$ cat config.mk
export PLATFORM = sky130hd
export DESIGN_NAME = icache_refill_buffer
export DESIGN_NICKNAME = d
export VERILOG_FILES = /design/src/source/icache_pkg.sv /design/src/source/icache_refill_buffer.sv
export SDC_FILE = /design/constraint.sdc
export NUM_CORES = 1
export LEC_CHECK = 0
export BUFFER_PORTS_ARGS = -buffer_cell sky130_fd_sc_hd__buf_4
export CORE_ASPECT_RATIO = 2
export CORE_MARGIN = 1.5
export CORE_UTILIZATION = 35
export CTS_BUF_LIST = sky130_fd_sc_hd__clkbuf_2
export CTS_CLUSTER_DIAMETER = 150
export CTS_CLUSTER_SIZE = 40
export DETAILED_ROUTE_END_ITERATION = 16
export PLACE_DENSITY = 0.6
export SLEW_MARGIN = 20
export SYNTH_ARGS = -nofsm -noshare
export SYNTH_HDL_FRONTEND = slang
export SYNTH_SLANG_ARGS = --single-unit
$ cat constraint.sdc
create_clock -name clk -period 10.8 [get_ports clk]
set_clock_uncertainty 0.15 [all_clocks]
set_input_delay 0.54 -clock clk [delete_from_list [all_inputs] [get_ports clk]]
set_output_delay 0.54 -clock clk [all_outputs]
set_load 0.01 [all_outputs]
$ cat src/source/icache_pkg.sv
package icache_pkg;

    //////////////////////////////////////////////////
    // geometry

    localparam int num_ways        = 4;
    localparam int num_sets        = 128;
    localparam int words_per_line  = 8;
    localparam int word_width      = 32;
    localparam int line_width      = words_per_line * word_width;
    localparam int fetch_width     = line_width / 2;

    //////////////////////////////////////////////////
    // address fields

    // tag[31:12] index[11:5] half[4] byte[3:0]
    localparam int addr_width      = 32;
    localparam int tag_width       = 20;
    localparam int index_width     = 7;
    localparam int half_byte_width = 4;

    // word slot inside a line
    localparam int word_sel_width  = 3;
    // way number
    localparam int way_sel_width   = 2;

    //////////////////////////////////////////////////
    // controller

    typedef enum logic [2:0] {
        st_sweep,
        st_run,
        st_addr,
        st_fill,
        st_write
    } cache_state_t;

    // tree pseudo-LRU, one per set
    // bit 0 picks the pair (0 -> ways 0/1, 1 -> ways 2/3)
    // bit 1 picks within the low pair, bit 2 within the high pair
    typedef logic [2:0] plru_t;

endpackage

$ cat src/source/icache_refill_buffer.sv
module icache_refill_buffer (
    input  logic                              clk,
    input  logic                              rst,
    input  logic                              start,
    input  logic                              start_half,
    input  logic                              rvalid,
    input  logic                              rlast,
    input  logic [icache_pkg::word_width-1:0] rdata_mem,
    output logic                              rready,
    output logic [icache_pkg::line_width-1:0] line_data,
    output logic                              burst_done
);
    import icache_pkg::*;

    logic                                       burst_open;
    logic [word_sel_width-1:0]                  beat_idx;
    logic                                       beat;
    logic [words_per_line-1:0][word_width-1:0]  line_q;

    //////////////////////////////////////////////////
    // beat handshake

    assign rready     = burst_open;
    assign beat       = rvalid & rready;
    assign burst_done = beat & rlast;

    // word 0 at the bottom of the line
    assign line_data = line_q;

    //////////////////////////////////////////////////
    // burst tracking

    // wrap burst starts on the requested half
    always_ff @(posedge clk) begin
        if (!rst) begin
            burst_open <= 1'b0;
            beat_idx   <= '0;
        end else if (start) begin
            burst_open <= 1'b1;
            beat_idx   <= {start_half, {(word_sel_width-1){1'b0}}};
        end else if (beat) begin
            // counter rolls over modulo 8
            beat_idx <= beat_idx + 1'b1;
            if (rlast) begin
                burst_open <= 1'b0;
            end
        end
    end

    //////////////////////////////////////////////////
    // line storage

    always_ff @(posedge clk) begin
        if (beat) begin
            line_q[beat_idx] <= rdata_mem;
        end
    end

endmodule

==> flow_summary.json, run 1 <==
{
  "path_max_fanout": 22,
  "crit_path_top_delay_cell": "nor3_2",
  "htreeDepth": 1,
  "cts.reportedPaths.clkPinSlew_ns": 0.65,
  "grt_max_degree": 42,
  "start_util": 0.3537,
  "n_fill_cell": 1833,
  "placed_area_um2": 10610,
  "clockBufferDepth": 3,
  "rsz0062_at_grt": "false",
  "stdcell_area_um2": 11190,
  "antenna_left": 0,
  "wirelength_um": 20200,
  "drive_gt1_frac": 0.5093,
  "dieArea_um2": 23750,
  "syn-cell-area_um2": 7974,
  "antenna_found_initial": 1,
  "grtUsageTotal": 0.1645,
  "numPortBuffers": 295,
  "status": "finished, final reports clean",
  "num_vias": 4168,
  "clk_latency_ns": 0.89,
  "grt_pass1_vias": 4188,
  "nets": 684,
  "ys_warn_count": 0,
  "critPathRequiredTime_ns": 11.28,
  "die_h_um": 216.5,
  "first_pass_iters": 4,
  "slew_headroom": 0.4016,
  "peakVddDrop_uv": 115.7,
  "cts_buffers": 10,
  "dp.cells": 869,
  "final_cells": 929,
  "place_ws_ns": 8.010,
  "detail_route.vias_per_cell": 4.487,
  "gp_congestion": 0.8027,
  "ys.flop_type": "edfxtp_1",
  "drc": 0,
  "final_max_slew_viol_count": 0,
  "crit_family": "simple AND/OR/NAND/NOR gates",
  "core_area_um2": 22540,
  "critical-path-max-stage-delay_ns": 0.78,
  "finalHoldViolations": 0,
  "setup_tns_ns": 0,
  "post_cts_resized": 0,
  "maxCapViolCount": 0,
  "place_hpwl_um": 13980,
  "async_reset_ff_frac": 0,
  "finalSetupViolCount": 0,
  "synthCells": 291,
  "cp-end-kind": "register",
  "ys_seq_area_frac": 0.9741,
  "overflow": 0,
  "drt_iter0_drc": 184,
  "fin_crit_ns": 2.707,
  "synth_edf_count": 256,
  "critPathBufInv": 1,
  "ios": 296,
  "finalWorstSetupSlack_ns": 8.093,
  "ys_ff_latch": 260,
  "power_leakage_nw": 4.126,
  "arrival_ns": 3.18,
  "cts_setup_buffers": 0,
  "fmax_mhz": 369.4,
  "finalCoreUtilization": 0.4963,
  "fp.dieW_um": 109.7,
  "powerDensity_nw_per_um2": 132.2,
  "syn_avg_cell_area_um2": 27.40,
  "syn2layout_area_growth_pct": 40.33,
  "rows": 78,
  "worst_pin_slew_ns": 0.8927,
  "cts.root.buffer_cell": "clkbuf_2",
  "period_share": 0.2507,
  "cts_tree": "done",
  "worstSetupPathType": "register to register",
  "critPathLaunchType": "register",
  "worstPathCellList": "nand3_1 > nor3_2 > buf_4",
  "grt_pass1_wl_um": 27590,
  "cts.sinks": 260,
  "synth_cell_type_count": 20,
  "hp-class": "input port to register",
  "routedWlPerCell_um": 21.75,
  "synth_nets": 330
}
==> metal layers <==
| metal | GRT usage | up-vias | wire (um) |
|---|---|---|---|
| met3 | 0.01985 | 36 | 983 |
| met1 | 0.1667 | 2078 | 6546 |
| met4 | 0.07316 | 0 | 847 |
| li1 | - | 1872 | - |
| met5 | 0 | - | 0 |
| met2 | 0.3207 | 182 | 11820 |
==> cell type report <==
type / count / area, um2 / share of cell area
Multi-Input combinational cell: 29 / 236.5 / 0.02113
Tap cell: 280 / 350.3 / 0.03131
Timing Repair Buffer: 344 / 2743 / 0.2451
Sequential cell: 260 / 7767 / 0.6942
Clock buffer: 14 / 70.07 / 0.006262
Antenna cell: 1 / 2.502 / 0.0002236
Clock inverter: 1 / 20.02 / 0.001789
==> where the power goes <==
part           leakage (nW)  total (mW)  internal, mW  switching [mW]
registers              2.34        1.12          1.12         0.00426
logic                  1.72      0.0564        0.0275          0.0289
clock network        0.0679       0.300        0.0399           0.260
==> final timing paths <==
kind | start | endpoint | slack (ns) | cells past startpoint
setup / recovery | rready | line_data[132] | 8.09 | 3
hold / removal | rdata_mem[10] | line_data[234] | 0.21 | 2
setup reg to reg | rready | line_data[132] | 8.09 | 3
hold reg to reg | rready | beat_idx[1] | 0.54 | 2
==> kinds of logic (layout without fill, tap and decap cells) <==
family / Yosys count / count (layout) / share of synthesized area
fa+ha+maj: 1 / 1 / 0.001569
simple gates: 20 / 20 / 0.01365
other cells: 0 / 1 / 0
buf+inv: 2 / 359 / 0.002354
compound gates: 8 / 8 / 0.008317
flops: 260 / 260 / 0.9741
==> what timing repair did <==
action                                  in CTS  in global routing
hold buffers                                40                  0
endpoints found under the setup margin       0                  0
endpoints found under the hold margin      266                  0
==> cell usage after synthesis, types with 2 or more instances <==
cell | n | share of area
a21bo_2 | 2 | 0.0025
a21oi_1 | 2 | 0.0013
dfxtp_1 | 4 | 0.010
edfxtp_1 | 256 | 0.96
nand2_1 | 2 | 0.00094
nand2b_1 | 3 | 0.0024
nand3_1 | 3 | 0.0019
nor2_1 | 3 | 0.0014
nor3_1 | 4 | 0.0025
or2b_1 | 2 | 0.0019
==> cell usage in the layout, fill, tap and decap left out <==
cell type,count
dlygate4sd3_1,40
nor2_4,3
o2111a_1,1
and3_2,1
dfxtp_1,4
buf_16,2
a21bo_2,2
ha_1,1
nand3b_1,1
buf_4,300
nand2b_1,3
a21boi_0,1
buf_8,1
edfxtp_1,256
nand2_1,2
clkbuf_2,14
a21oi_1,2
diode_2,1
buf_12,1
nor3_2,4
inv_16,1
nor4_2,1
a311o_1,1
o21a_1,1
or2b_1,2
nand3_1,3
==> stage by stage <==
step / hold slack [ns] / total power [mW]
3_3_place_gp: 0.4352 / 1.186
4_1_cts: 0.1078 / 1.493
6_report: 0.2141 / 1.479
2_1_floorplan: 0.4646 / 1.150
5_1_grt: 0.1033 / 1.527
3_5_place_dp: 0.4679 / 1.187
==> sequential cells by signal (all words and copies together) (netlist names) <==
register,cells
rready,1
beat_idx,3
line_data,256
(Power assumes the default switching activity.)
==> inputs of run 2 (changes only) <==
--- a/config.mk
+++ b/config.mk
@@ -5,6 +5,7 @@
 export SDC_FILE = /design/constraint.sdc
 export NUM_CORES = 1
 export LEC_CHECK = 0
+export ABC_AREA = 1
 export BUFFER_PORTS_ARGS = -buffer_cell sky130_fd_sc_hd__buf_4
 export CORE_ASPECT_RATIO = 2
 export CORE_MARGIN = 1.5
@@ -13,7 +14,7 @@
 export CTS_CLUSTER_DIAMETER = 150
 export CTS_CLUSTER_SIZE = 40
 export DETAILED_ROUTE_END_ITERATION = 16
-export PLACE_DENSITY = 0.6
+export PLACE_DENSITY = 0.62
 export SLEW_MARGIN = 20
 export SYNTH_ARGS = -nofsm -noshare
 export SYNTH_HDL_FRONTEND = slang
==> constraint.sdc (replaced) <==
create_clock -name clk -period 2.31 [get_ports clk]
set_clock_uncertainty 0.15 [all_clocks]
set_input_delay 0.1155 -clock clk [delete_from_list [all_inputs] [get_ports clk]]
set_output_delay 0.1155 -clock clk [all_outputs]
set_load 0.01 [all_outputs]
==> flow_summary.json, run 2 <==
{
  "status": "finished, final reports clean",
  "maxCapViolCount": 0,
  "synth_edf_count": 256,
  "syn_avg_cell_area_um2": 26.56,
  "finalSetupViolCount": 0,
  "cp-end-kind": "output pin",
  "core_area_um2": 22160,
  "post_cts_resized": 0,
  "final_cells": 974,
  "placed_area_um2": 10680,
  "detail_route.vias_per_cell": 4.510,
  "peakVddDrop_uv": 377.9,
  "fmax_mhz": 498.8,
  "slew_headroom": 0.5525,
  "finalCoreUtilization": 0.5194,
  "rsz0062_at_grt": "false",
  "dieArea_um2": 23660,
  "synth_top_area_frac": 0.9680,
  "gp_congestion": 0.8532,
  "final_max_slew_viol_count": 0,
  "place_hpwl_um": 16740,
  "synth_cell_type_count": 14,
  "powerDensity_nw_per_um2": 605.7,
  "use_met2": 0.3714,
  "ys.flop_type": "edfxtp_1",
  "met3_usage": 0.02175,
  "finalWorstSetupSlack_ns": 0.3050,
  "multiInputGateArea_um2": 203.9,
  "num_vias": 4393,
  "largest_register_ffs": 256,
  "top_usage_layer": "met2",
  "async_reset_ff_frac": 0,
  "hp-class": "register to register",
  "arrival_ns": 1.74,
  "critical-path-max-stage-delay_ns": 0.60,
  "critPathLaunchType": "input port",
  "wirelength_um": 22730,
  "ys_ff_latch": 260,
  "worst_pin_slew_ns": 0.6712,
  "worstSetupPathType": "input port to output pin",
  "dp.cells": 886,
  "clk_latency_ns": 0.79,
  "syn2layout_area_growth_pct": 44.93,
  "overflow": 0,
  "die_h_um": 216.0,
  "power_leakage_nw": 4.305,
  "grtUsageMet1": 0.1931,
  "syn-cell-area_um2": 7941,
  "grt_pass1_wl_um": 31260,
  "stdcell_area_um2": 11510,
  "finalHoldViolations": 0,
  "cts.sinks": 260,
  "ys_warn_count": 0,
  "mostFrequentLayoutCells": "buf_4 (311), edfxtp_1 (256), dlygate4sd3_1 (75)",
  "numPortBuffers": 295,
  "htreeDepth": 1,
  "crit_path_top_delay_cell": "dlygate4sd3_1",
  "synth_area_leaders": "edfxtp_1 (97%), dfxtp_1 (1.0%), nor2_1 (0.57%)",
  "start_util": 0.3584,
  "first_pass_iters": 4,
  "antenna_found_initial": 1,
  "grtUsageTotal": 0.1892,
  "n_fill_cell": 1853,
  "ys_seq_area_frac": 0.9781,
  "cts_buffers": 10,
  "final_common_cell": "buf_4",
  "fin_crit_ns": 2.005,
  "drc": 0,
  "antenna_left": 0,
  "routedWlPerCell_um": 23.34,
  "power_mw": 6.971,
  "drive_gt1_frac": 0.4792,
  "clockBufferDepth": 3,
  "rows": 77,
  "worstPathCellList": "dlygate4sd3_1 > buf_4 > dlygate4sd3_1 > nand2_2 > nor2_1 > buf_4",
  "synth_nets": 338,
  "synthCells": 299,
  "nets": 736,
  "critPathBufInv": 4,
  "yosysMostFrequentCell": "edfxtp_1",
  "period_share": 0.8680,
  "cts_tree": "done",
  "cts.reportedPaths.clkPinSlew_ns": 0.52,
  "regArea_um2": 7767,
  "ys_top_cells_by_count": "edfxtp_1 (256), nor2_1 (12), nand2_1 (8)",
  "critPathRequiredTime_ns": 2.04,
  "place_ws_ns": 0.4742,
  "grt_pass1_vias": 4475,
  "cts.root.buffer_cell": "clkbuf_2",
  "path_max_fanout": 6,
  "fp.dieW_um": 109.5,
  "synth_area_leader_cell": "edfxtp_1",
  "crit_family": "buffers and inverters",
  "grt_max_degree": 41,
  "ios": 296,
  "drt_iter0_drc": 206
}
[run 2: cell types whose count changed after synthesis, sizes merged, moves of 2 or more]
cell    change
a21bo       -2
nor2       +10
or2b        -2
inv         +8
nor3        -4
buf         -2
nand2       +7
nand2b      -3
[run 2: kinds of logic after synthesis]
| group | count (synthesis) | share of synthesized area |
|---|---|---|
| flops | 260 | 0.9781 |
| simple gates | 26 | 0.01371 |
| buf+inv | 8 | 0.003781 |
| compound gates | 4 | 0.002836 |
| fa+ha+maj | 1 | 0.001575 |
[run 2: per-layer routing]
| metal | part of all wire | routed length, um | vias up |
|---|---|---|---|
| li1 | - | - | 1961 |
| met1 | 0.32 | 7246 | 2229 |
| met2 | 0.60 | 13640 | 168 |
| met3 | 0.041 | 927 | 35 |
| met4 | 0.041 | 922 | 0 |
| met5 | 0 | 0 | - |
[run 2: final cells by class]
type	count	share of cell area
timing repair buffer	386	0.2681
inverter	8	0.002609
sequential	260	0.6749
multi-input combinational	31	0.01772
antenna	1	0.0002174
clock inverter	1	0.001739
tap	276	0.03000
clock buffer	11	0.004783
[run 2: what timing repair did]
item	CTS	global route
hold buffers	75	0
setup buffers	0	0
hold endpoints to repair	512	0
[run 2: final timing paths]
path / startpoint / endpoint / slack (ns) / cells past startpoint
min: beat_idx[1] / beat_idx[1] / 0.44 / 2
max: rvalid / burst_done / 0.31 / 6
max reg2reg: rready / beat_idx[0] / 0.42 / 3
min reg2reg: beat_idx[1] / beat_idx[1] / 0.44 / 2
[run 2: worst min-delay path: cells and delay by family (launching register included)]
family | cells | cell delay (ns)
flops | 1 | 0.45
buf+inv | 1 | 0.11
compound gates | 1 | 0.09
[run 2: per-stage QoR]
step	TNS, ns	hold WS (ns)
final	0	0.4440
after global routing	0	0.3861
after CTS	0	0.3816
after detailed placement	0	0.2099
after global placement	0	0.2122
after floorplan	-42.09	0.06437
[run 2: where the power goes]
group	internal [mW]	switching, mW	total [mW]	leakage, nW
logic	0.172	0.173	0.345	1.91
clock network	0.154	1.22	1.38	0.0555
registers	5.23	0.0156	5.25	2.34
total	5.56	1.41	6.97	4.31
