===== src/source/icache_pkg.sv =====
package icache_pkg;

    //////////////////////////////////////////////////
    // geometry

    localparam int num_ways        = 4;
    localparam int num_sets        = 128;
    localparam int words_per_line  = 8;
    localparam int word_width      = 32;
    localparam int line_width      = words_per_line * word_width;
    localparam int fetch_width     = line_width / 2;

    //////////////////////////////////////////////////
    // address fields

    // tag[31:12] index[11:5] half[4] byte[3:0]
    localparam int addr_width      = 32;
    localparam int tag_width       = 20;
    localparam int index_width     = 7;
    localparam int half_byte_width = 4;

    // word slot inside a line
    localparam int word_sel_width  = 3;
    // way number
    localparam int way_sel_width   = 2;

    //////////////////////////////////////////////////
    // controller

    typedef enum logic [2:0] {
        st_sweep,
        st_run,
        st_addr,
        st_fill,
        st_write
    } cache_state_t;

    // tree pseudo-LRU, one per set
    // bit 0 picks the pair (0 -> ways 0/1, 1 -> ways 2/3)
    // bit 1 picks within the low pair, bit 2 within the high pair
    typedef logic [2:0] plru_t;

endpackage


===== src/source/icache_miss_ctrl.sv =====
module icache_miss_ctrl (
    input  logic                               clk,
    input  logic                               rst,
    output logic                               sweeping,
    input  logic                               miss_valid,
    input  logic [icache_pkg::tag_width-1:0]   miss_tag,
    input  logic [icache_pkg::index_width-1:0] miss_index,
    input  logic                               miss_half,
    output logic [icache_pkg::addr_width-1:0]  araddr,
    output logic                               arvalid,
    input  logic                               arready,
    output logic                               start,
    output logic                               start_half,
    input  logic                               burst_done,
    output logic                               fill_done,
    output logic [icache_pkg::num_ways-1:0]    way_we,
    output logic [icache_pkg::index_width-1:0] wr_index,
    output logic [icache_pkg::tag_width-1:0]   wr_tag,
    output logic                               wr_valid
);
    import icache_pkg::*;

    cache_state_t              state;
    cache_state_t              state_next;
    logic [index_width-1:0]    sweep_cnt;
    logic                      sweep_last;
    plru_t                     plru_mem [num_sets];
    plru_t                     plru_cur;
    plru_t                     plru_next;
    logic [way_sel_width-1:0]  victim_pick;
    logic [way_sel_width-1:0]  victim_way;

    //////////////////////////////////////////////////
    // state machine

    assign sweep_last = (sweep_cnt == index_width'(num_sets - 1));

    always_comb begin
        state_next = state;
        case (state)
            st_sweep: if (sweep_last) state_next = st_run;
            st_run:   if (miss_valid) state_next = st_addr;
            st_addr:  if (arready) state_next = st_fill;
            st_fill:  if (burst_done) state_next = st_write;
            st_write: state_next = st_run;
            default:  state_next = st_sweep;
        endcase
    end

    always_ff @(posedge clk) begin
        if (!rst) begin
            state     <= st_sweep;
            sweep_cnt <= '0;
        end else begin
            state <= state_next;
            if (state == st_sweep) begin
                sweep_cnt <= sweep_cnt + 1'b1;
            end
        end
    end

    //////////////////////////////////////////////////
    // pseudo-LRU

    assign plru_cur    = plru_mem[miss_index];
    assign victim_pick = plru_cur[0] ? {1'b1, plru_cur[2]} : {1'b0, plru_cur[1]};

    // point away from the victim at both levels
    always_comb begin
        plru_next    = plru_cur;
        plru_next[0] = ~victim_way[1];
        if (victim_way[1]) begin
            plru_next[2] = ~victim_way[0];
        end else begin
            plru_next[1] = ~victim_way[0];
        end
    end

    always_ff @(posedge clk) begin
        if (state == st_sweep) begin
            plru_mem[sweep_cnt] <= '0;
        end else if (start) begin
            plru_mem[miss_index] <= plru_next;
        end
        if (state == st_run && miss_valid) begin
            victim_way <= victim_pick;
        end
    end

    //////////////////////////////////////////////////
    // memory and array control

    assign sweeping   = (state == st_sweep);
    assign arvalid    = (state == st_addr);
    assign araddr     = {miss_tag, miss_index, miss_half, {half_byte_width{1'b0}}};
    assign start      = arvalid & arready;
    assign start_half = miss_half;
    assign fill_done  = (state == st_write);

    assign wr_index = sweeping ? sweep_cnt : miss_index;
    assign wr_tag   = miss_tag;
    assign wr_valid = fill_done;

    always_comb begin
        way_we = '0;
        if (sweeping) begin
            way_we = '1;
        end else if (fill_done) begin
            way_we[victim_way] = 1'b1;
        end
    end

endmodule


===== config.mk =====
export PLATFORM = sky130hd
export DESIGN_NAME = icache_miss_ctrl
export DESIGN_NICKNAME = d
export VERILOG_FILES = /design/src/source/icache_pkg.sv /design/src/source/icache_miss_ctrl.sv
export SDC_FILE = /design/constraint.sdc
export NUM_CORES = 1
export LEC_CHECK = 0
export ABC_AREA = 1
export BUFFER_PORTS_ARGS = -buffer_cell sky130_fd_sc_hd__buf_2
export CAP_MARGIN = 20
export CORE_MARGIN = 4
export CORE_UTILIZATION = 45
export CTS_BUF_LIST = sky130_fd_sc_hd__clkbuf_4
export CTS_CLUSTER_SIZE = 14
export DETAILED_ROUTE_END_ITERATION = 16
export PLACE_DENSITY = 0.64
export SLEW_MARGIN = 10
export SYNTH_ARGS = -nofsm -noshare
export SYNTH_HDL_FRONTEND = slang
export SYNTH_SLANG_ARGS = --single-unit

===== constraint.sdc =====
create_clock -name clk -period 16.2 [get_ports clk]
set_input_delay 0.81 -clock clk [delete_from_list [all_inputs] [get_ports clk]]
set_output_delay 0.81 -clock clk [all_outputs]
set_load 0.05 [all_outputs]

==> impl_metrics.json, run 1 <==
{
  "dieArea_um2": 41850,
  "internal-power_mw": 1.677,
  "crit_path_end_kind": "register",
  "ys_seq_area_frac": 0.6782,
  "start_util": 0.4584,
  "io_buffers": 34,
  "cts-hold-fix-buffers": 0,
  "p_clk_frac": 0.329,
  "num_vias": 12098,
  "ff_latch_area_um2": 11790,
  "slew-limit-headroom": 0.3555,
  "synth_area_um2": 17390,
  "path_max_fanout": 104,
  "fillers": 3443,
  "cts_buffer_depth": 3,
  "p_sw_frac": 0.3168,
  "synthAdderAreaFrac": 0.0007196,
  "fp.coreArea_um2": 37930,
  "grt_first_pass_wirelength_um": 65520,
  "synth_top_family_by_area": "simple AND/OR/NAND/NOR gates",
  "muxShareOfSynthArea": 0,
  "yosys.area_share.simple": 0.2509,
  "synth_seq_cells": 396,
  "drt_first_iter_violations": 1218,
  "rows": 71,
  "avgSynthCellArea_um2": 10.59,
  "cts.root.buffer_cell": "clkbuf_4",
  "rsz0062_at_grt": "no",
  "clkTransAtPathRegs_ps": 70,
  "yosys_warnings": 0,
  "status": "finished clean",
  "fin_nets": 1682,
  "setup_tns_ps": 0,
  "layout-drive-gt1-share": 0.1354,
  "powerDensity_nw_per_um2": 130.8,
  "min_period_ps": 4706,
  "utilization": 0.4948,
  "setup_viol": 0,
  "dpl_cell_area_um2": 17530,
  "area_growth_syn_to_layout_pct": 7.952,
  "min_path_type": "in -> reg",
  "cts_tree": "built",
  "fp.dieH_um": 204.6,
  "clk_latency_ps": 780,
  "grt_max_degree": 105,
  "wl_per_cell_um": 19.09,
  "grt-ovfl-total": 0,
  "drc": 0,
  "leakage_nw": 6.859,
  "synth-compound-area-share": 0.01295,
  "period_share": 0.2905,
  "dr.pass1.iters": 5,
  "fmax_mhz": 212.5,
  "vias_per_cell": 5.432,
  "htreeDepth": 3,
  "postCtsResizedCells": 0,
  "mostFrequentLayoutCell": "nand2_1",
  "power_switching_uw": 777.8,
  "fin_worst_skew_ps": 83.70,
  "wl_um": 42520,
  "cts_setup_buffers": 0,
  "cts_buffers": 101,
  "synth-xor-area-share": 0.001007,
  "vdd_ir_drop_max_uv": 68.95,
  "antenna_found_initial": 2,
  "required_ps": 16590,
  "critical_path_arrival_ps": 5090,
  "worstMarginPinSlew_ps": 966.7,
  "most-common-layout-cells": "nand2_1, edfxtp_1, nand3_1",
  "multi_input_area_um2": 4662,
  "startpoint_type": "primary input",
  "drv_cap": 0,
  "die_x_um": 204.6,
  "slew_violations": 0,
  "hold_viol": 0,
  "power_mw": 2.455,
  "fin_area_um2": 18770,
  "combPwrFrac": 0.187,
  "power_frac_seq": 0.484,
  "detailed_place_hpwl_um": 24450,
  "synthCells": 1642,
  "globalplace.congestion": 0.7977,
  "grt_use_total": 0.2011,
  "netlist-cell-type-count": 37,
  "reg2regPathDepth": 10,
  "cts.sinks": 396,
  "holdPathStages": 2,
  "ios": 102,
  "drtAntennaViolNets": 0,
  "critPathKind": "in -> reg",
  "grt_pass1_vias": 11633
}
cells by family after synthesis:
group / count (synthesis)
buffers and inverters: 189
XOR/XNOR: 2
other: 1
flip-flops: 396
AO/OA/AOI/OAI: 34
AND/OR/NAND/NOR: 1019
adder cells (fa/ha/maj): 1
metal layers:
layer	vias up	GRT usage	share of wire
met2	544	0.3132	0.46
met4	0	0.06676	0.023
met1	5795	0.2822	0.43
met3	73	0.04607	0.091
li1	5686	-	-
met5	-	0	0
cells in the mapped netlist:
library cell	instances	area, um^2
nor2_1	141	529.3
nor2_2	3	18.77
a21oi_1	9	45.04
inv_2	3	11.26
nor2_8	1	20.02
nor4_1	1	6.260
nor3_2	1	10.01
edfxtp_1	386	11590
o31ai_1	2	15.01
nand2_4	1	11.26
dfxtp_1	10	200.2
nand3_1	356	1782
buf_2	26	130.1
xor2_1	2	17.52
nor3b_1	1	7.510
buf_6	4	45.04
o21ai_0	10	50.05
nor3_1	14	70.07
ha_1	1	12.51
a31oi_1	1	6.260
nand2_2	5	31.28
o21a_1	1	7.510
clkinv_1	3	11.26
nand4_1	1	6.260
nor2_4	2	22.52
buf_4	54	405.4
buf_1	26	97.59
o21bai_1	1	7.510
conb_1	1	3.750
o21ai_2	6	52.55
clkbuf_1	38	142.6
o32a_1	1	10.01
a211oi_1	1	7.510
nand2_1	492	1847
o211ai_1	1	7.510
inv_1	35	131.4
o21ai_4	1	16.27
critical path, cell delays in order:
cell and delay, ps:
buf_6 230, inv_6 610, buf_4 880, nand2_1 110
nand3_1 110, nand3_1 80, nand3_1 180, nand2_1 90
nand2_1 60, nand3_1 110, nand3_1 120, nand2_1 120
a21oi_4 560, buf_4 790
stage by stage:
stage               setup WS [ps]  hold WS [ps]  std cells
global placement            10540         534.5       2055
floorplan                    9831         480.4       1645
finish                      11490         316.5       2227
detailed placement          10430         549.5       2055
CTS                         11200         241.9       2224
global route                11210         274.8       2227
sequential cells by signal, summed over array words and instances (netlist names):
register,flops
sweep_cnt,7
victim_way,2
state,3
plru_mem,384
area by class of cell:
cell class | count | area share
antenna | 2 | 0.0002666
clock buffer | 149 | 0.05960
clock inverter | 20 | 0.005400
inverter | 41 | 0.008533
multi-input combinational | 1060 | 0.2484
sequential | 396 | 0.6282
tap | 511 | 0.03406
timing repair buffer | 48 | 0.01553
worst paths after layout:
path	endpoint	slack (ps)	start
min	sweep_cnt[0]$_SDFFE_PN0N_	320	rst
max reg2reg	plru_mem[24][1]$_DFFE_PP_	13020	state[2]$_SDFFE_PN0P_
max	plru_mem[66][1]$_DFFE_PP_	11490	miss_index[0]
min reg2reg	state[2]$_SDFFE_PN0P_	560	state[0]$_SDFFE_PN0P_
power by group through the flow:
stage | sequential, mW | combinational, mW | clock, mW
6_report | 1.19 | 0.458 | 0.807
5_1_grt | 1.19 | 0.493 | 0.883
4_1_cts | 1.19 | 0.457 | 0.827
3_5_place_dp | 1.21 | 0.456 | 0
3_3_place_gp | 1.21 | 0.451 | 0
2_1_floorplan | 1.21 | 0.342 | 0
No activity file was read; power rests on OpenSTA's default activity.
==> inputs of run 2 (changes only) <==
- ABC_AREA: 1 -> 0
- clock period: 16.2 -> 4.74 ns (I/O delays scaled with it)
==> run 2 against run 1 <==
Hold slack got worse by 240 ps. Via count fell by 23%. Clock-buffer cell count fell by 15. Non-clock buffer count rose by 20. Register-to-register slack got worse by 12000 ps. Die area fell by 3.3%. Wire length fell by 13%. Critical path type is now reg -> reg. Largest cell class unchanged.
==> impl_metrics.json, run 2 <==
{
  "status": "finished clean",
  "synth_common_cells": "edfxtp_1, nor2_1, mux2i_1",
  "worstMarginPinSlew_ps": 1067,
  "fillers": 3070,
  "crit_chain": "nor3b_2 > nand2_1 > inv_2 > mux2i_1 > nand2b_1 > nand2b_1 > nor2_1",
  "power_frac_seq": 0.565,
  "layout-drive-gt1-share": 0.2494,
  "ys.flop_type": "edfxtp_1",
  "leakage_nw": 5.368,
  "startpoint_type": "register",
  "synthCells": 1050,
  "drtAntennaViolNets": 0,
  "cts-hold-fix-buffers": 4,
  "fin_nets": 1144,
  "synth_top_area_cell": "edfxtp_1",
  "synth_seq_cells": 396,
  "crit_path_top_delay_cell": "nand2b_1",
  "fin_worst_skew_ps": 62.54,
  "combPwrFrac": 0.049,
  "rsz0062_at_grt": "no",
  "required_ps": 5100,
  "power_switching_mw": 1.516,
  "critical_path_arrival_ps": 4220,
  "wl_per_cell_um": 22.45,
  "p_sw_frac": 0.2253,
  "largest_register": "plru_mem",
  "start_util": 0.4578,
  "antenna_found_initial": 1,
  "pre_cts_slack_ps": 934.8,
  "cts_buffers": 97,
  "rows": 70,
  "min_period_ps": 3862,
  "path_buf_inv": 1,
  "clk_latency_ps": 740,
  "ys_seq_area_frac": 0.7019,
  "path_max_fanout": 18,
  "grt_pass1_vias": 9663,
  "detailed_place_hpwl_um": 23220,
  "dr.pass1.iters": 5,
  "period_share": 0.8148,
  "synth_most_common_cell": "edfxtp_1",
  "cts.sinks": 396,
  "cpPeakStageDelay_ps": 700,
  "num_vias": 9344,
  "crit_top_cell": "nand2b_1",
  "most-common-layout-cells": "edfxtp_1, nor2_1, clkbuf_4",
  "slew_violations": 0,
  "internal-power_mw": 5.213,
  "p_clk_frac": 0.386,
  "setup_ws_ps": 877.9,
  "vias_per_cell": 5.670,
  "hold_viol": 0,
  "postCtsResizedCells": 0,
  "power_mw": 6.729,
  "grt-ovfl-total": 0,
  "critPathKind": "reg -> reg",
  "cts_tree": "built",
  "synth.area.top_cells": "edfxtp_1, mux4_2, mux2i_1",
  "io_buffers": 34,
  "fp.dieH_um": 201.2,
  "fp.coreArea_um2": 36700,
  "yosys_warnings": 0,
  "dieArea_um2": 40490,
  "min_path_type": "in -> reg",
  "ios": 102,
  "crit_path_end_kind": "register",
  "mostFrequentLayoutCell": "edfxtp_1",
  "htreeDepth": 3,
  "grt_max_degree": 81,
  "cp.depth": 7,
  "holdPathStages": 6,
  "drc": 0,
  "multi_input_area_um2": 4308,
  "vdd_ir_drop_max_uv": 133.7,
  "reg2regPathDepth": 7,
  "netlist-cell-type-count": 48,
  "synth-edff-count": 386,
  "cts_buffer_depth": 3,
  "synth.top_cell.area_share": 0.6900,
  "synth_area_um2": 16800,
  "drv_cap": 0,
  "slew-limit-headroom": 0.2888,
  "ff_latch_area_um2": 11790,
  "largest_reg_flops": 384,
  "grt_use_total": 0.1824,
  "die_x_um": 201.2,
  "fmax_mhz": 258.9,
  "avgSynthCellArea_um2": 16.00,
  "cts.root.buffer_cell": "clkbuf_4",
  "wl_um": 37000,
  "area_growth_syn_to_layout_pct": 9.191,
  "drt_first_iter_violations": 775,
  "powerDensity_nw_per_um2": 366.9,
  "synthArstFlopShare": 0,
  "setup_tns_ps": 0,
  "setup_viol": 0,
  "path_delay_family": "simple AND/OR/NAND/NOR gates",
  "largestRegisters": "plru_mem x384, sweep_cnt x7, state x3",
  "cts_setup_buffers": 0,
  "grt_first_pass_wirelength_um": 57440,
  "clkTransAtPathRegs_ps": 70,
  "globalplace.congestion": 0.8478
}
## run 2: stage by stage
stage                       util  instances  hold WS [ps]  instance area (um^2)
after floorplan                -       1053         358.7                 16810
after global placement    0.4668       1473         474.5                 17130
after detailed placement  0.4668       1473         474.5                 17130
after CTS                 0.4991       1645         5.188                 18320
after global routing      0.4998       1648         39.58                 18340
final                     0.4998       1648         74.59                 18340
## run 2: power groups by stage
stage / clock network (mW) / registers (mW) / logic [mW]
2_1_floorplan: 0 / 3.87 / 0.330
3_3_place_gp: 0 / 3.88 / 0.319
3_5_place_dp: 0 / 3.88 / 0.322
4_1_cts: 2.67 / 3.80 / 0.325
5_1_grt: 2.88 / 3.80 / 0.348
6_report: 2.60 / 3.80 / 0.329
## run 2: cells by family (layout without fill, tap and decap cells)
family	after synthesis	count (layout)	synth area share
muxes	155	155	0.1368
xor gates and xnor gates	5	5	0.002607
AOI/OAI and AO/OA	102	102	0.04350
buffers and inverters	115	241	0.04365
DFF	396	396	0.7019
and+or+nand+nor	275	275	0.07053
adders and majority gates	1	1	0.0007447
other	1	5	0.0002232
## run 2: tightest hold or removal path: cells and delay by family
family / cells / cell delay [ps]
compound gates: 2 / 180
buf+inv: 1 / 90
simple gates: 3 / 260
## run 2: layout make-up
class | instances | share of cell area
flip-flops and latches | 396 | 0.6428
diodes | 1 | 0.0001364
well taps | 468 | 0.03192
clock buffers | 134 | 0.05484
repair buffers | 68 | 0.02667
inverters | 5 | 0.001023
multi-input cells | 542 | 0.2349
clock inverters | 34 | 0.007708
## run 2: path summary, 6_finish.rpt
kind	from	end	slack, ps
setup / recovery	state[2]$_SDFFE_PN0P_	plru_mem[104][0]$_DFFE_PP_	880
hold / removal	arready	state[0]$_SDFFE_PN0P_	70
setup reg to reg	state[2]$_SDFFE_PN0P_	plru_mem[104][0]$_DFFE_PP_	880
hold reg to reg	state[1]$_SDFFE_PN0P_	state[2]$_SDFFE_PN0P_	590
## run 2: per-layer routing
metal | share of wire | GRT usage | up-vias | wire length, um
met5 | 0 | 0 | - | 0
met4 | 0.017 | 0.05981 | 0 | 625
met3 | 0.071 | 0.03900 | 47 | 2639
met2 | 0.49 | 0.2903 | 357 | 18080
met1 | 0.42 | 0.2540 | 4736 | 15650
li1 | - | - | 4204 | -
